[config.mk]
export PLATFORM = sky130hd
export DESIGN_NAME = orbTop
export DESIGN_NICKNAME = d
export VERILOG_FILES = /design/src/orbPkg.sv /design/src/chanBuffer.sv /design/src/frameBank.sv /design/src/frameSender.sv /design/src/orbPacker.sv /design/src/orbTop.sv /design/src/uartRx.sv
export SDC_FILE = /design/constraint.sdc
export NUM_CORES = 1
export LEC_CHECK = 0
export BUFFER_PORTS_ARGS = -buffer_cell sky130_fd_sc_hd__buf_2
export CAP_MARGIN = 10
export CORE_UTILIZATION = 23
export CTS_BUF_LIST = sky130_fd_sc_hd__clkbuf_8
export CTS_CLUSTER_SIZE = 16
export DETAILED_ROUTE_END_ITERATION = 7
export GPL_ROUTABILITY_DRIVEN = 0
export PLACE_DENSITY = 0.41
export SKIP_CTS_REPAIR_TIMING = 1
export SLEW_MARGIN = 20
export SYNTH_ARGS = -nofsm -noshare
export SYNTH_HDL_FRONTEND = slang
export SYNTH_HIERARCHICAL = 1
export SYNTH_SLANG_ARGS = --single-unit
[constraint.sdc]
create_clock -name clk100MHz -period 2.6 [get_ports clk100MHz]
set_clock_uncertainty 0.2 [all_clocks]
set_input_delay 0.26 -clock clk100MHz [delete_from_list [all_inputs] [get_ports clk100MHz]]
set_output_delay 0.26 -clock clk100MHz [all_outputs]
set_load 0.05 [all_outputs]
[src/orbPkg.sv]
`default_nettype none

package orbPkg;

	localparam int numChans = 5; // serial channels
	localparam int chanBits = 3;
	localparam int burstBytes = 4; // bytes per burst
	localparam int idxBits = $clog2(burstBytes);
	localparam int byteBits = 8;
	localparam int wordBits = 12; // orbit word
	localparam int frameWords = 16; // always four bursts
	localparam int addrBits = 4;
	localparam int bitCycles = 16; // clocks per serial bit

	// word layout, msb first: channel, burst-start flag, byte
	localparam int startBit = byteBits;
	localparam int chanLsb = byteBits + 1;

endpackage

`default_nettype wire

[src/chanBuffer.sv]
`timescale 1ns/1ps
`default_nettype none

module chanBuffer
(
	input wire clk100MHz,
	input wire rstN,
	input wire rxValid,
	input wire [orbPkg::byteBits-1:0] rxByte,
	input wire rdEn,
	input wire [orbPkg::idxBits-1:0] rdIdx,
	input wire rdRelease,
	output logic [orbPkg::byteBits-1:0] rdByte,
	output logic full,
	output logic overflow
);

	logic [orbPkg::byteBits-1:0] mem [orbPkg::burstBytes];
	logic [orbPkg::idxBits-1:0] count;
	logic store;

	assign store = rxValid && !full;

	always_ff @(posedge clk100MHz or negedge rstN)
	begin
		if (!rstN)
		begin
			count <= '0;
			full <= 1'b0;
			overflow <= 1'b0;
		end
		else
		begin
			if (rdRelease)
			begin
				count <= '0;
				full <= 1'b0;
			end
			else if (store)
			begin
				count <= count + 1'b1; // wraps back to 0 on the last byte
				if (count == orbPkg::burstBytes - 1)
					full <= 1'b1;
			end
			if (rxValid && full)
				overflow <= 1'b1; // sticky, byte is lost
		end
	end

	always_ff @(posedge clk100MHz)
	begin
		if (store)
			mem[count] <= rxByte;
		if (rdEn)
			rdByte <= mem[rdIdx]; // one clock read latency
	end

	releaseWhenFull: assert property (@(posedge clk100MHz) disable iff (!rstN)
		rdRelease |-> full);

endmodule

`default_nettype wire

[src/frameBank.sv]
`timescale 1ns/1ps
`default_nettype none

module frameBank
(
	input wire clk100MHz,
	input wire rstN,
	input wire wrEn,
	input wire [orbPkg::wordBits-1:0] wrWord,
	input wire [orbPkg::addrBits-1:0] rdAddr,
	input wire frameDone,
	output logic fillReady,
	output logic bankFull,
	output logic [orbPkg::wordBits-1:0] rdWord
);

	logic [orbPkg::wordBits-1:0] mem [2][orbPkg::frameWords];
	logic fillSel; // bank on the fill side
	logic fillDone;
	logic [orbPkg::addrBits-1:0] fillPtr;

	assign fillReady = !fillDone;

	always_ff @(posedge clk100MHz or negedge rstN)
	begin
		if (!rstN)
		begin
			fillSel <= 1'b0;
			fillDone <= 1'b0;
			fillPtr <= '0;
			bankFull <= 1'b0;
		end
		else
		begin
			if (wrEn)
			begin
				fillPtr <= fillPtr + 1'b1;
				if (fillPtr == orbPkg::frameWords - 1)
					fillDone <= 1'b1;
			end
			if (frameDone)
				bankFull <= 1'b0; // drain side free again
			else if (fillDone && !bankFull)
			begin
				fillSel <= ~fillSel; // swap roles
				fillDone <= 1'b0;
				bankFull <= 1'b1;
			end
		end
	end

	always_ff @(posedge clk100MHz)
	begin
		if (wrEn)
			mem[fillSel][fillPtr] <= wrWord;
		rdWord <= mem[~fillSel][rdAddr];
	end

	noWriteWhenBlocked: assert property (@(posedge clk100MHz) disable iff (!rstN)
		wrEn |-> fillReady);

endmodule

`default_nettype wire

[src/frameSender.sv]
`timescale 1ns/1ps
`default_nettype none

module frameSender
(
	input wire clk100MHz,
	input wire rstN,
	input wire bankFull,
	input wire [orbPkg::wordBits-1:0] rdWord,
	input wire frameAck,
	output logic [orbPkg::addrBits-1:0] rdAddr,
	output logic frameDone,
	output logic frameReq,
	output logic [orbPkg::wordBits-1:0] frameWord,
	output logic frameFirst
);

	typedef enum logic [2:0] {sIdle, sFetch, sRaise, sWaitHi, sWaitLo} stateType;

	stateType state;
	logic lastWord;

	assign lastWord = (rdAddr == orbPkg::frameWords - 1);
	assign frameDone = (state == sWaitLo) && !frameAck && lastWord;

	always_ff @(posedge clk100MHz or negedge rstN)
	begin
		if (!rstN)
		begin
			state <= sIdle;
			rdAddr <= '0;
			frameReq <= 1'b0;
			frameFirst <= 1'b0;
		end
		else
		begin
			case (state)
				sIdle:
					if (bankFull)
						state <= sFetch;
				sFetch:
					state <= sRaise; // memory read in flight
				sRaise:
				begin
					frameReq <= 1'b1;
					frameFirst <= (rdAddr == '0);
					state <= sWaitHi;
				end
				sWaitHi:
					if (frameAck)
					begin
						frameReq <= 1'b0;
						state <= sWaitLo;
					end
				sWaitLo:
					if (!frameAck)
					begin
						rdAddr <= rdAddr + 1'b1; // wraps to word 0 after the frame
						state <= lastWord ? sIdle : sFetch;
					end
				default: state <= sIdle;
			endcase
		end
	end

	always_ff @(posedge clk100MHz)
	begin
		if (state == sRaise)
			frameWord <= rdWord;
	end

	wordStable: assert property (@(posedge clk100MHz) disable iff (!rstN)
		frameReq && $past(frameReq) |-> $stable(frameWord));

endmodule

`default_nettype wire

[src/orbPacker.sv]
`timescale 1ns/1ps
`default_nettype none

module orbPacker
(
	input wire clk100MHz,
	input wire rstN,
	input wire [orbPkg::numChans-1:0] full,
	input wire [orbPkg::numChans*orbPkg::byteBits-1:0] rdByte,
	input wire fillReady,
	output logic [orbPkg::numChans-1:0] rdEn,
	output logic [orbPkg::idxBits-1:0] rdIdx,
	output logic [orbPkg::numChans-1:0] rdRelease,
	output logic wrEn,
	output logic [orbPkg::wordBits-1:0] wrWord
);

	logic busy;
	logic [orbPkg::chanBits-1:0] chan; // granted channel
	logic [orbPkg::idxBits-1:0] idx;
	logic [orbPkg::chanBits-1:0] pick;
	logic anyFull;
	logic lastRead;
	logic wrFirst;
	logic [orbPkg::chanBits-1:0] wrChan;

	// fixed priority, lowest index wins
	always_comb
	begin
		pick = '0;
		anyFull = 1'b0;
		for (int i = orbPkg::numChans - 1; i >= 0; i--)
		begin
			if (full[i])
			begin
				pick = i[orbPkg::chanBits-1:0];
				anyFull = 1'b1;
			end
		end
	end

	assign lastRead = busy && (idx == orbPkg::burstBytes - 1);
	assign rdIdx = idx;

	always_comb
	begin
		rdEn = '0;
		rdRelease = '0;
		if (busy)
			rdEn[chan] = 1'b1;
		if (lastRead)
			rdRelease[chan] = 1'b1; // buffer may refill from here
	end

	always_ff @(posedge clk100MHz or negedge rstN)
	begin
		if (!rstN)
		begin
			busy <= 1'b0;
			chan <= '0;
			idx <= '0;
			wrEn <= 1'b0;
			wrFirst <= 1'b0;
			wrChan <= '0;
		end
		else
		begin
			wrEn <= busy; // read data lands one clock later
			wrFirst <= busy && (idx == '0);
			wrChan <= chan;
			if (!busy)
			begin
				// hold off until the last word of a burst is in the bank
				if (anyFull && fillReady && !wrEn)
				begin
					busy <= 1'b1;
					chan <= pick;
					idx <= '0;
				end
			end
			else
			begin
				idx <= idx + 1'b1;
				if (lastRead)
					busy <= 1'b0;
			end
		end
	end

	// tag the byte with its channel
	always_comb
	begin
		wrWord[orbPkg::wordBits-1:orbPkg::chanLsb] = wrChan;
		wrWord[orbPkg::startBit] = wrFirst;
		wrWord[orbPkg::byteBits-1:0] = rdByte[wrChan*orbPkg::byteBits +: orbPkg::byteBits];
	end

	oneReader: assert property (@(posedge clk100MHz) disable iff (!rstN)
		$onehot0(rdEn));

endmodule

`default_nettype wire

[src/orbTop.sv]
`timescale 1ns/1ps
`default_nettype none

module orbTop
(
	input wire clk100MHz,
	input wire rstN,
	input wire [orbPkg::numChans-1:0] rx,
	output wire frameReq,
	output wire [orbPkg::wordBits-1:0] frameWord,
	output wire frameFirst,
	output wire [orbPkg::numChans-1:0] overflow,
	input wire frameAck
);

	logic [orbPkg::numChans-1:0] rxValid;
	logic [orbPkg::numChans*orbPkg::byteBits-1:0] rxByte;
	logic [orbPkg::numChans*orbPkg::byteBits-1:0] rdByte;
	logic [orbPkg::numChans-1:0] full;
	logic [orbPkg::numChans-1:0] rdEn;
	logic [orbPkg::numChans-1:0] rdRelease;
	logic [orbPkg::idxBits-1:0] rdIdx;
	logic wrEn;
	logic [orbPkg::wordBits-1:0] wrWord;
	logic fillReady;
	logic bankFull;
	logic [orbPkg::wordBits-1:0] rdWord;
	logic [orbPkg::addrBits-1:0] rdAddr;
	logic frameDone;

	genvar ch;
	generate
		for (ch = 0; ch < orbPkg::numChans; ch++)
		begin : chanGen
			uartRx uartRx_i (
				.clk100MHz(clk100MHz),
				.rstN(rstN),
				.rx(rx[ch]),
				.rxValid(rxValid[ch]),
				.rxByte(rxByte[ch*orbPkg::byteBits +: orbPkg::byteBits])
			);

			chanBuffer chanBuffer_i (
				.clk100MHz(clk100MHz),
				.rstN(rstN),
				.rxValid(rxValid[ch]),
				.rxByte(rxByte[ch*orbPkg::byteBits +: orbPkg::byteBits]),
				.rdEn(rdEn[ch]),
				.rdIdx(rdIdx), // shared, only one rdEn is ever high
				.rdRelease(rdRelease[ch]),
				.rdByte(rdByte[ch*orbPkg::byteBits +: orbPkg::byteBits]),
				.full(full[ch]),
				.overflow(overflow[ch])
			);
		end
	endgenerate

	orbPacker orbPacker_i (
		.clk100MHz(clk100MHz),
		.rstN(rstN),
		.full(full),
		.rdByte(rdByte),
		.fillReady(fillReady),
		.rdEn(rdEn),
		.rdIdx(rdIdx),
		.rdRelease(rdRelease),
		.wrEn(wrEn),
		.wrWord(wrWord)
	);

	frameBank frameBank_i (
		.clk100MHz(clk100MHz),
		.rstN(rstN),
		.wrEn(wrEn),
		.wrWord(wrWord),
		.rdAddr(rdAddr),
		.frameDone(frameDone),
		.fillReady(fillReady),
		.bankFull(bankFull),
		.rdWord(rdWord)
	);

	frameSender frameSender_i (
		.clk100MHz(clk100MHz),
		.rstN(rstN),
		.bankFull(bankFull),
		.rdWord(rdWord),
		.frameAck(frameAck),
		.rdAddr(rdAddr),
		.frameDone(frameDone),
		.frameReq(frameReq),
		.frameWord(frameWord),
		.frameFirst(frameFirst)
	);

endmodule

`default_nettype wire

[src/uartRx.sv]
`timescale 1ns/1ps
`default_nettype none

module uartRx
(
	input wire clk100MHz,
	input wire rstN,
	input wire rx,
	output logic rxValid,
	output logic [orbPkg::byteBits-1:0] rxByte
);

	localparam int cntBits = $clog2(orbPkg::bitCycles);
	localparam int bitBits = $clog2(orbPkg::byteBits);

	typedef enum logic [1:0] {sIdle, sStart, sData, sStop} stateType;

	stateType state;
	logic [1:0] rxSync;
	logic rxS;
	logic [cntBits-1:0] cnt;
	logic [bitBits-1:0] bitIdx;
	logic bitEnd;

	assign rxS = rxSync[1];
	assign bitEnd = (cnt == orbPkg::bitCycles - 1);

	always_ff @(posedge clk100MHz or negedge rstN)
	begin
		if (!rstN)
			rxSync <= 2'b11; // line idles high
		else
			rxSync <= {rxSync[0], rx};
	end

	always_ff @(posedge clk100MHz or negedge rstN)
	begin
		if (!rstN)
		begin
			state <= sIdle;
			cnt <= '0;
			bitIdx <= '0;
			rxValid <= 1'b0;
		end
		else
		begin
			rxValid <= 1'b0;
			case (state)
				sIdle:
				begin
					cnt <= '0;
					if (!rxS)
						state <= sStart; // falling edge of start bit
				end
				sStart:
				begin
					if (cnt == orbPkg::bitCycles / 2 - 1)
					begin
						cnt <= '0;
						bitIdx <= '0;
						state <= rxS ? sIdle : sData; // short glitch, not a start
					end
					else
						cnt <= cnt + 1'b1;
				end
				sData:
				begin
					cnt <= bitEnd ? '0 : cnt + 1'b1;
					if (bitEnd)
					begin
						bitIdx <= bitIdx + 1'b1;
						if (bitIdx == orbPkg::byteBits - 1)
							state <= sStop;
					end
				end
				sStop:
				begin
					cnt <= bitEnd ? '0 : cnt + 1'b1;
					if (bitEnd)
					begin
						rxValid <= rxS; // low stop bit drops the byte
						state <= sIdle;
					end
				end
				default: state <= sIdle;
			endcase
		end
	end

	// sampled mid-bit, lsb first
	always_ff @(posedge clk100MHz)
	begin
		if (state == sData && bitEnd)
			rxByte <= {rxS, rxByte[orbPkg::byteBits-1:1]};
	end

	singleStrobe: assert property (@(posedge clk100MHz) disable iff (!rstN)
		rxValid |=> !rxValid);

endmodule

`default_nettype wire

Yosys cells after proc, flatten, opt, wreduce, memory -nomap -nowiden

Memories as Yosys holds them, arrays and structs flattened. A register that Yosys moved wholly into a read port is not among the register bits.
Cells that the tools add are included.

Register bits: 171
Memory bits (writable): 544
Input port bits: 8
Output and inout port bits: 19
Logic and storage cells: 400
Memories: 6

$add $sub $neg: 18
$lt $le $gt $ge: 5
Equal/unequal tests: 70
Shift-type cells: 1
Mux-type cells: 149
Bitwise logic cells: 6
Reductions and logical operators: 84

Memories:

| memory                      | words | width | rd ports | clocked after Yosys merged registers in | wr ports | RTL line         | source |
|---|---|---|---|---|---|---|---|
| frameBank_i.mem             | 2     | 192   | 1        | 0                                       | 1        | frameBank.sv:17  | `logic [orbPkg::wordBits-1:0] mem [2][orbPkg::frameWords];` |
| chanGen[0].chanBuffer_i.mem | 4     | 8     | 1        | 1                                       | 1        | chanBuffer.sv:18 | `logic [orbPkg::byteBits-1:0] mem [orbPkg::burstBytes];` |
| chanGen[1].chanBuffer_i.mem | 4     | 8     | 1        | 1                                       | 1        | chanBuffer.sv:18 |  |
| chanGen[2].chanBuffer_i.mem | 4     | 8     | 1        | 1                                       | 1        | chanBuffer.sv:18 |  |
| chanGen[3].chanBuffer_i.mem | 4     | 8     | 1        | 1                                       | 1        | chanBuffer.sv:18 |  |
| chanGen[4].chanBuffer_i.mem | 4     | 8     | 1        | 1                                       | 1        | chanBuffer.sv:18 |  |

Operators by type and width:

| cell                                                  | number |
|---|---|
| two-way mux 192 bit                                   | 1 |
| two-way mux 2 bit                                     | 42 |
| one-hot mux 4 bit (3 select lines)                    | 5 |
| two-way mux 3 bit                                     | 18 |
| two-way mux 1 bit                                     | 53 |
| binary-select mux 12 bit (select 4 bit)               | 1 |
| demux 12 bit (select 4 bit)                           | 1 |
| two-way mux 4 bit                                     | 10 |
| inequality test 2 x 1 -> 1 bit, second input constant | 20 |
| one-hot mux 2 bit (4 select lines)                    | 5 |
| variable part select 40 x 7 -> 8 bit                  | 1 |
| two-way mux 12 bit                                    | 3 |
| nonzero test 2 bit                                    | 18 |
| equality test 2 bit, second input constant            | 16 |
| one-hot mux 3 bit (2 select lines)                    | 5 |
| adder 4 x 1 -> 4 bit, second input constant           | 7 |
| equality test 4 bit, second input constant            | 7 |
| AND reduction 5 bit                                   | 5 |
| logical AND 1 bit                                     | 24 |
| equality test 4 x 3 -> 1 bit, second input constant   | 5 |
| equality test 3 bit, second input constant            | 6 |
| AND reduction 2 bit                                   | 9 |
| AND reduction 3 bit                                   | 6 |
| inequality test 2 bit, second input constant          | 8 |
| other kinds (20)                                      | 57 |

Depth between registers and ports, before layout

Gate-level depths: netlist of the first run.

Depth in word-level cells: 9
Gate-level depth with buffers: 8
Mapped depth without buffers: 5

Hierarchy

Netlist of the first run, hierarchy kept.

By module, submodules not included:

| module                            | instances | cells an instance | area an instance (um^2) | seq. area each (um^2) |
|---|---|---|---|---|
| frameBank                         | 1         | 905               | 15849.0                 | 11946.5 |
| chanBuffer                        | 5         | 72                | 1630.3                  | 1301.2 |
| uartRx at chanGen[1].uartRx_i ... | 4         | 62                | 852.1                   | 543.0 |
| orbPacker                         | 1         | 109               | 925.9                   | 275.3 |
| uartRx at chanGen[0].uartRx_i     | 1         | 63                | 857.1                   | 543.0 |
| frameSender                       | 1         | 53                | 804.5                   | 585.6 |

Worst setup path after synthesis of the first run

No wires, ideal clock.

Path type: reg-to-reg
Start point: register orbPacker_i.wrEn
End point: memory frameBank_i/mem[0][12] (netlist name) (enable)
Setup time: 0.399 ns
Arrival time: 1.862 ns
Required time: 2.001 ns
Setup slack: 0.139 ns
Cell stages (with the launch flop): 4
Buffers on the path: 1
Clock period less this slack: 2.461 ns
Path through: dfrtp_1 > clkbuf_1 > nand3_1 > nor3b_1

Cells in the longest elaborated chain, start to end: 2

RTL lines:

| item                                      | RTL line        | source |
|---|---|---|
| start, declared                           | orbPacker.sv:14 | `output logic wrEn,` |
| start signal, assigned                    | orbPacker.sv:68 | `wrEn <= busy;` |
| two-way mux 1 bit                         | frameBank.sv:54 | `if (wrEn)` |
| two-way mux 192 bit (not written as such) | frameBank.sv:55 | `mem[fillSel][fillPtr] <= wrWord;` |
| end, declared                             | frameBank.sv:17 |  |

No other way between the ends.

Final worst setup path of the first run

Start point: register frameBank_i.fillSel
End point: register frameBank_i/rdWord[9] (netlist name)

Cells in the longest elaborated chain, start to end: 5

RTL lines:

| item                                                  | RTL line        | source |
|---|---|---|
| start, declared                                       | frameBank.sv:18 | `logic fillSel;` |
| start signal, assigned                                | frameBank.sv:45 | `fillSel <= ~fillSel;` |
| NOT 1 bit                                             | frameBank.sv:56 | `rdWord <= mem[~fillSel][rdAddr];` |
| memory read (2 x 192 bit)                             | n/a             |  |
| binary-select mux 12 bit (select 4 bit)               | frameBank.sv:56 |  |
| two-way mux 12 bit (not written as such) (2 in a row) | frameBank.sv:56 |  |
| end signal, assigned                                  | frameBank.sv:56 |  |
| end, declared                                         | frameBank.sv:14 | `output logic [orbPkg::wordBits-1:0] rdWord` |

No other way between the ends. The select of a mux whose other input is x is not followed.
A chain may end at the register's enable or synchronous reset.

==> metrics, run 1 <==
FFs w/ async S/R, synth=14.2%; Max FO, Critical Path=22; deepest clock path buffer count=3; pwr dens=840 nW/um^2; maximum vdd drop=0.429 mV; share of cells above drive strength 1=between 15 and 20%; P&R area growth vs syn=16.8%; Max Clock Freq=0.418 GHz; H-tree levels=3; Die Wd=between 300 and 400 microns; placed inst area=between 30000 and 40000 sq um; Starting Density=23.2%; Yosys warnings=6; Final Hold Viols=0; io pins=27; min cycle time layout=between 2000 and 2500 ps; Nets=approximately 2000; die area=132000 sq um; fin area=35000 sq um; commonest non-fill, non-tap cell in the layout=edfxtp_1; CTS tree=yes; Startpoint Class=flip-flop; routed length per instance=roughly 19 microns; Mean Syn Cell Area=17.3 sq um; cell row count=132; final setup fails=0; clock sink count=755; vias in the first global route=between 15000 and 20000; Pre-Repair DR Iteration Count=5; initial antenna violation count=3; total track usage=between 10% and 20%; Synth Cell Area=between 20000 and 30000 sq um; hpwl dp=43.1 mm; setup_tns=0 ps; EDFF count, synth=636; max_cap viols=0; Mapped Cells=approximately 1700; RSZ-0062 raised after global routing=false; Mapped Nets=1789; crit path kind=flip-flop to flip-flop; commonest cells after routing, fill and taps aside=edfxtp_1 (636), mux2i_1 (214), clkbuf_8 (130); Detail Route Antenna Nets=0; total CTS buffers=121; total detailed-routing wirelength=around 70 mm; cell taking the most area after synthesis=edfxtp_1; #FFs+latches synth=755; Netlist cell types=65; Worst Tran Pin Value=714 ps; Period Utilization, post-route=92.1%; sequential share of the synthesized area=~73%; vias per inst=between 4 and 5; dominant cells by area after synthesis=edfxtp_1 (64%), dfrtp_1 (8.1%), mux2i_1 (7.1%); Residual DRC=0; dpl ws=116 ps; CTS Root Cell=clkbuf_8; fin. max-slew vios=0; status=finished, final reports clean; Clock Latency Late Sink=~740 ps; Critical Path End Type=flip-flop; Pleak=~12 nW; HP Class=flip-flop to flip-flop; initial DRC count=a little over 1000; Fillers=approximately 13000; Final WS setup=~200 ps; # port buffers=26; Yosys top cell area share=between 60% and 70%; largest net degree at the start of global routing=59; die height=363 microns; Congestion Overflow GR=0; Worst Path Arrival=2760 ps; core region area=129000 sq um; clock slew seen by the registers of the worst setup and hold paths=approximately 60 ps; ys flop type=edfxtp_1; Max transition margin=52.0%; Vias=15500; first-pass GRT wire length=105 mm; CP required=2960 ps
==> power breakdown <==
group | internal (mW) | switching (mW) | total [mW]
logic | 2.19 | 3.21 | 5.40
registers | 13.6 | 0.690 | 14.3
clock network | 5.00 | 4.75 | 9.74
total | 20.8 | 8.65 | 29.4
==> critical path, stage by stage (launching register included) <==
cell	delay [ps]
dfrtp_1	510
and2_2	530
buf_12	260
a21oi_1	90
a31oi_1	390
nand3_1	240
==> per-stage QoR <==
| stage | std cells | power (mW) | util, % | hold WS, ps |
|---|---|---|---|---|
| 2_1_floorplan | 1738 | 18.4 | - | -236 |
| 3_3_place_gp | 3514 | 20.0 | 25.1 | 88.8 |
| 3_5_place_dp | 3514 | 20.0 | 25.1 | 93.8 |
| 4_1_cts | 3740 | 29.9 | 26.9 | -767 |
| 5_1_grt | 3755 | 30.9 | 27.0 | 164 |
| 6_report | 3755 | 29.4 | 27.0 | 156 |
==> worst paths after layout <==
check | start | end | slack (ps) | cells past startpoint
setup / recovery | frameBank_i/fillSel | frameBank_i/rdWord[9] | 210 | 5
max in group asynchronous | rstN | async pin | 1390 | 4
min in group asynchronous | rstN | chanGen[4].uartRx_i/rxSync[0] | 490 | 3
hold / removal | chanGen[3].uartRx_i/rxSync[0] | chanGen[3].uartRx_i/rxSync[1] | 160 | 0
hold reg to reg | chanGen[3].uartRx_i/rxSync[0] | chanGen[3].uartRx_i/rxSync[1] | 160 | 0
setup reg to reg | frameBank_i/fillSel | frameBank_i/rdWord[9] | 210 | 5
==> area by class of cell <==
cell class	count	area (sq um)	area share (%)
repair buffers	133	1140	3.26
well taps	1742	2180	6.22
diodes	1	2.50	0.00714
clock buffers	130	1790	5.11
clock inverters	96	510	1.46
flip-flops and latches	755	22000	62.9
multi-input cells	861	7220	20.6
inverters	37	139	0.397
==> state kept, by name, summed over array words and instances (netlist names), 3 cells and up, named ones only <==
register,cells
chanGen.chanBuffer_i/rdByte,40
chanGen.chanBuffer_i/overflow,5
frameSender_i/frameWord,12
chanGen.uartRx_i/cnt,20
chanGen.chanBuffer_i/full,5
chanGen.uartRx_i/rxByte,40
frameBank_i/fillPtr,4
frameBank_i/rdWord,12
frameSender_i/rdAddr,4
chanGen.chanBuffer_i/mem,160
frameSender_i/state,3
orbPacker_i/wrChan,3
orbPacker_i/chan,3
chanGen.uartRx_i/state,5
chanGen.chanBuffer_i/count,10
chanGen.uartRx_i/rxSync,10
frameBank_i/mem,384
chanGen.uartRx_i/rxValid,5
chanGen.uartRx_i/bitIdx,15
==> synth_stat cells, drive strengths merged (14+ instances only) <==
master  instances
nand3          49
buf            66
xnor2          17
and2           27
edfxtp        636
a22oi          52
a21o           18
and3           14
clkbuf         19
nor2           65
a21oi          48
nand4          24
o21ai          23
nand3b         19
mux2i         214
mux4           40
ha             43
dfrtp          97
inv            37
a22o           24
nand2          47
nor3           21
==> kinds of logic (layout without fill, tap and decap cells) <==
family,after synthesis,in the layout,share of synthesized area (%)
flops,755,755,73.4
buf+inv,122,396,2.67
other cells,0,1,0
simple gates,327,327,6.23
mux,254,254,10.1
compound gates,219,219,5.20
xor+xnor,18,18,0.526
fa+ha+maj,43,43,1.79
==> layer usage <==
layer  global-route usage, %  part of all wire (%)
met2                    16.7                    46
met5                       0                 0.014
met4                    3.27                   2.4
met3                    1.93                   3.5
met1                    14.7                    48
(Power assumes the default switching activity.)
==> run 2: changes to the inputs <==
CTS_CLUSTER_DIAMETER = 80   (was unset)
PLACE_DENSITY = 0.4   (was 0.41)
clock period = 2.55 ns   (was 2.6 ns; I/O delays follow)
==> run 2 against run 1 <==
Combinational power barely moved. Register-to-register slack got worse by 80 ps. Hold slack got worse by 1.2 ps. Setup slack got worse by 79 ps. Power fell by 11%. Sequential power barely moved. Wire length fell by 2.0%. Cell count fell by 3.5%. Flip-flop and latch count did not move. Maximum frequency fell by 1.2%. Die area did not move. Design area fell by 3.7%. Largest power group unchanged. Highest routed layer is now met4.
==> metrics, run 2 (synthesis results as in run 1) <==
commonest non-fill, non-tap cell in the layout=edfxtp_1; Vias=15000 (-3.1%); R2R Setup Slk=130 ps (-80 ps); Critical Path End Type=flip-flop; H-tree levels=2 (-1); share of cells above drive strength 1=14.2% (-3.9 points); Startpoint Class=flip-flop; pwr dens=773 nW/um^2 (-8.0%); CP required=2940 ps (-20 ps); GRT busiest layer=met2; max FFs per register=384 (unchanged); Pre-Repair DR Iteration Count=7 (+2); # port buffers=26 (unchanged); Worst Hold End=chanGen[3].uartRx_i/rxSync[1]; maximum vdd drop=0.541 mV (+26%); setup_tns=0 ps (unchanged); min cycle time layout=2420 ps (+28.9 ps); Detail Route Antenna Nets=0 (unchanged); die height=363 microns (unchanged); met2 global-route usage=17.0% (+0.30 points); commonest cells after routing, fill and taps aside=edfxtp_1 (636), mux2i_1 (214), dfrtp_1 (92); initial antenna violation count=2 (-1); cell row count=132 (unchanged); Congestion Overflow GR=0 (unchanged); internal cell power=18.2 mW (-12%); sw frac=30.2% (+0.83 points); dpl ws=83.9 ps (-32.5 ps); max incr delay on CP=570 ps (+40 ps); first-pass GRT wire length=103 mm (-1.8%); clock sink count=755 (unchanged); met1 Usage GRT=14.4% (-0.28 points); hold wc startpoint=chanGen[3].uartRx_i/rxSync[0]; Die Wd=363 microns (unchanged); Comb power frac=20.7% (+2.3 points); Pwr Total=26.1 mW (-11%); core region area=129000 sq um (unchanged); Pleak=11.6 nW (-5.7%); vias per inst=4.14 (+0.35%); r2r endpoint=frameBank_i/rdWord[5]; initial DRC count=1078 (+4.5%); Final WS setup=127 ps (-78.9 ps); routed length per instance=19.0 microns (+1.5%); status=finished, final reports clean; largest net degree at the start of global routing=61 (+3.4%); deepest clock path buffer count=3 (unchanged); max_cap viols=0 (unchanged); Max Clock Freq=0.413 GHz (-1.2%); sequential power share=56.0% (+7.5 points); total track usage=10.4% (-0.21 points); hpwl dp=43.1 mm (about the same); vias in the first global route=15400 (-5.6%); fin. max-slew vios=0 (unchanged); final setup fails=0 (unchanged); P&R area growth vs syn=12.4%; crit path kind=flip-flop to flip-flop; Max FO, Critical Path=40 (+82%); worst r2r src=frameSender_i/rdAddr[0]; Nets=1890 (-3.6%); Clk pwr share=23.3% (-9.8 points); largest registers=frameBank_i/mem (384), chanGen.chanBuffer_i/mem (160); Residual DRC=0 (unchanged); Worst Tran Pin Value=675 ps (-39.3 ps); CTS Root Cell=clkbuf_8; Top reg by flops=frameBank_i/mem; Starting Density=23.2% (unchanged); RSZ-0062 raised after global routing=false; cells along the critical path=buf_12 > buf_12 > mux2i_1 > a22o_1 > nor3_1 > a31oi_1 > nand3_1; clock slew seen by the registers of the worst setup and hold paths=110 ps (+50 ps); total CTS buffers=54 (-55%); Max transition margin=54.6% (+2.6 points); CTS tree=yes; Reg2Reg Depth=7 (+2); die area=132000 sq um (unchanged); CP dominant cell by count=buf_12; met3 Usage GRT=1.42% (-0.51 points); Worst Path Arrival=2810 ps (+50 ps); critical path's slowest cell=dfrtp_4; hold path cells=0 (unchanged); HP Class=flip-flop to flip-flop; Period Utilization, post-route=95.0% (+2.9 points); io pins=27 (unchanged); Final Hold Viols=0 (unchanged); total detailed-routing wirelength=68.8 mm (-2.0%); Clock Latency Late Sink=720 ps (-20 ps); net load switching power=7.88 mW (-8.9%)
## run 2: cell types whose count changed in the layout (fill, tap and decap cells not counted), sizes merged
cell,change
buf,-3
clkbuf,-72
clkinv,-42
clkinvlp,-3
inv,-7
bufinv,-4
## run 2: per-stage QoR
stage	hold WS (ps)	util, %	cells	cell area, sq um
after detailed placement	111	25.2	3512	32600
after global placement	104	25.2	3512	32600
after CTS	-716	25.9	3610	33600
after global routing	166	26.0	3624	33700
after floorplan	-241	-	1738	30000
final	154	26.0	3624	33700
## run 2: final cells by class
class	instances	area, sq um
clock buffer	58	798
timing repair buffer	130	1160
clock inverter	40	169
antenna	1	2.50
tap	1742	2180
sequential	755	22000
multi-input combinational	861	7220
fill	13200	95800
inverter	37	139
## run 2: critical path, delay by kind of cell (launching register included)
family / cells / cell delay, ps
muxes: 1 / 250
and+or+nand+nor: 2 / 200
AOI/OAI and AO/OA: 2 / 560
buffers and inverters: 2 / 470
DFF: 1 / 570
## run 2: layer usage
layer  part of all wire [%]  wire length, microns
met3                    3.3                  2280
met4                    2.1                  1470
met5                      0                     0
met1                     47                 32500
met2                     47                 32500
## run 2: power by group through the flow
stage	Combinational [mW]	Sequential [mW]	Clock, mW
floorplan	4.07	14.7	0
global placement	5.37	14.9	0
detailed placement	5.46	14.9	0
CTS	5.47	14.6	6.42
global route	5.89	14.7	6.80
finish	5.39	14.6	6.07
## run 2: how the worst max path moves through the flow
stage | start | end | slack, ps | cells past startpoint
after floorplan | orbPacker_i/wrEn | frameBank_i/mem[0][12] | 90 | 3
after global placement | frameSender_i/rdAddr[0] | frameBank_i/rdWord[5] | 90 | 6
after detailed placement | frameSender_i/rdAddr[0] | frameBank_i/rdWord[5] | 80 | 7
after CTS | frameSender_i/rdAddr[0] | frameBank_i/rdWord[5] | 70 | 7
after global routing | frameSender_i/rdAddr[0] | frameBank_i/rdWord[5] | 1 | 7
final | frameSender_i/rdAddr[0] | frameBank_i/rdWord[5] | 130 | 7
==> run 3: changes to the inputs <==
SYNTH_HIERARCHICAL = unset   (was 1)
==> run 3 against run 2 <==
Register-to-register slack better by 150 ps. Wire length is 3.5% higher. Combinational power is 22% lower. Global-route usage is 0.42 points higher. Critical endpoint is now frameBank_i.rdWord[3]. Highest routed layer is now met5.
==> metrics, run 3 <==
status=finished, final reports clean; r2r endpoint=frameBank_i.rdWord[3]; deepest clock path buffer count=3 (unchanged); Final Hold Viols=0 (unchanged); Starting Density=23.3% (+0.098 points); share of cells above drive strength 1=14.4% (+0.24 points); CP endpoint=frameBank_i.rdWord[3]; total CTS buffers=54 (unchanged); mux contribution to synthesized area=10.6% (+0.44 points); Vias=14900 (-0.49%); largest registers=frameBank_i.mem (384), chanGen.chanBuffer_i.mem (160); EDFF count, synth=636 (unchanged); Period Utilization, post-route=89.0% (-6.1 points); Max transition margin=52.4% (-2.2 points); total detailed-routing wirelength=71.2 mm (+3.5%); maximum vdd drop=0.372 mV (-31%); Netlist cell types=51 (-22%); R2R Setup Slk=280 ps (+150 ps); Congestion Overflow GR=0 (unchanged); Pleak=10.7 nW (-7.9%); max_cap viols=0 (unchanged); P&R area growth vs syn=13.3%; commonest cells after routing, fill and taps aside=edfxtp_1 (636), mux2i_1 (217), nor2_1 (102); post-synthesis simple-gate area fraction=5.38% (-0.85 points); CP required=3020 ps (+80 ps); setup_tns=0 ps (unchanged); cell taking the most area after synthesis=edfxtp_1; Worst Path Arrival=2740 ps (-70 ps); Max Clock Freq=0.441 GHz (+6.8%); worst r2r src=frameBank_i.fillSel; Fillers=12900 (-2.3%); Top reg by flops=frameBank_i.mem; clock slew seen by the registers of the worst setup and hold paths=110 ps (about the same); Synth Cell Area=29800 sq um (-0.72%); Reg2Reg Depth=6 (-1); WHS=156 ps (+1.34 ps); crit path kind=flip-flop to flip-flop; total track usage=10.8% (+0.42 points); clock sink count=755 (unchanged); CTS Root Cell=clkbuf_8; RSZ-0062 raised after global routing=false; CTS tree=yes; vias in the first global route=15700 (+2.0%); Post-Synth Adder-Cell Area=2.86% (+1.1 points); placed inst area=32600 sq um (about the same); sequential share of the synthesized area=74.0% (+0.53 points); Final WS setup=281 ps (+154 ps); Detail Route Antenna Nets=0 (unchanged); initial antenna violation count=3 (+1); Mapped Cells=1734 (-0.23%); initial DRC count=937 (-13%); Critical Path End Type=flip-flop; HP Class=flip-flop to flip-flop; # port buffers=26 (unchanged); final setup fails=0 (unchanged); Yosys top cell area share=64.1% (+0.46 points); Die Wd=362 microns (-0.36%); min cycle time layout=2270 ps (-154 ps); commonest non-fill, non-tap cell in the layout=edfxtp_1; io pins=27 (unchanged); fin. max-slew vios=0 (unchanged); Worst Tran Pin Value=714 ps (+39.1 ps); H-tree levels=2 (unchanged); max FFs per register=384 (unchanged); dpl ws=296 ps (+212 ps); Pre-Repair DR Iteration Count=5 (-2); Max FO, Critical Path=50 (+25%); Mapped Nets=1810 (+1.2%); vias per inst=4.10 (-0.85%); die area=131000 sq um (-0.71%); fin area=33700 sq um (+0.10%); Nets=1936 (+2.4%); hpwl dp=45.7 mm (+5.9%); first-pass GRT wire length=105 mm (+2.4%); die height=362 microns (-0.36%); dominant cells by area after synthesis=edfxtp_1 (64%), dfrtp_1 (8.2%), mux2i_1 (7.3%); cell row count=131 (-0.76%); FFs w/ async S/R, synth=14.2% (unchanged); core region area=128000 sq um (-1.1%); ys flop type=edfxtp_1; Synth Area in XOR/XNOR=0.647% (+0.12 points); routed length per instance=19.6 microns (+3.1%); Startpoint Class=flip-flop; Yosys warnings=0 (-6); Pwr Total=24.5 mW (-6.2%); Clock Latency Late Sink=730 ps (about the same); largest family of logic cells by synthesized area=multiplexers; largest net degree at the start of global routing=51 (-16%); Post-synth top cells=edfxtp_1 (636), mux2i_1 (217), nor2_1 (103); #FFs+latches synth=755 (unchanged); pwr dens=725 nW/um^2 (-6.3%); Mean Syn Cell Area=17.2 sq um (-0.49%); Compound-Gate Fraction of Synth Area=4.27% (-0.93 points); Setup crit start=frameBank_i.fillSel; Residual DRC=0 (unchanged); count leader, synth=edfxtp_1
[run 3: cell count changes after synthesis, moves of 13 or more]
cell	previous run	this run
ha_1	43	68
nor2_1	65	103
a22oi_1	52	65
nand4_1	24	10
nor3_1	21	35
nand3b_1	18	4
[run 3: cell families (layout without fill, tap and decap cells)]
family          after synthesis  count (layout)
fa+ha+maj                    68              68
other cells                   0               3
simple gates                330             330
xor+xnor                     22              22
buf+inv                     115             286
flops                       755             755
compound gates              181             181
mux                         263             263
[run 3: worst min-delay path by stage]
stage,slack (ps),start,endpoint,cells after the start
6_report,160,chanGen[4].uartRx_i.rxSync[0],chanGen[4].uartRx_i.rxSync[1],0
5_1_grt,160,chanGen[2].uartRx_i.rxSync[0],chanGen[2].uartRx_i.rxSync[1],0
4_1_cts,-850,rstN,chanGen[2].chanBuffer_i.count[0],1
3_5_place_dp,-2,rstN,chanGen[2].uartRx_i.bitIdx[1],1
3_3_place_gp,-7,rstN,chanGen[2].uartRx_i.bitIdx[1],1
2_1_floorplan,-240,rstN,async pin,0
[run 3: through the flow]
stage	utilization (%)	instances
floorplan	-	1734
global placement	25.5	3519
detailed placement	25.5	3519
CTS	26.2	3620
global route	26.4	3635
finish	26.4	3637
[run 3: layout make-up]
type,instances,area [sq um],area share (%)
inverters,42,158,0.467
flip-flops and latches,755,22000,65.3
clock buffers,55,757,2.24
diodes,3,7.51,0.0222
multi-input cells,864,7150,21.2
well taps,1729,2160,6.41
clock inverters,46,220,0.653
repair buffers,143,1250,3.70
[run 3: routing by layer]
metal | part of all wire, % | GRT usage [%] | vias to the layer above | wire length, microns
li1 | - | - | 6874 | -
met4 | 2.0 | 2.73 | 2 | 1410
met2 | 48 | 17.9 | 214 | 34000
met1 | 46 | 14.5 | 7746 | 33100
met3 | 3.8 | 1.89 | 79 | 2690
met5 | 0.018 | 0 | - | 13
[run 3: where the power goes]
group	leakage [nW]	switching (mW)	internal [mW]
Sequential	6.94	0.436	13.7
Clock	0.633	3.99	2.14
Combinational	3.14	2.68	1.53
Total	10.7	7.11	17.3
[run 3: worst max-delay path, cell delays in order, from the launching register on]
cell	delay [ps]
dfrtp_4	590
buf_12	370
mux2i_1	140
a22o_1	260
nor3_1	390
a31oi_1	130
nand3_1	90
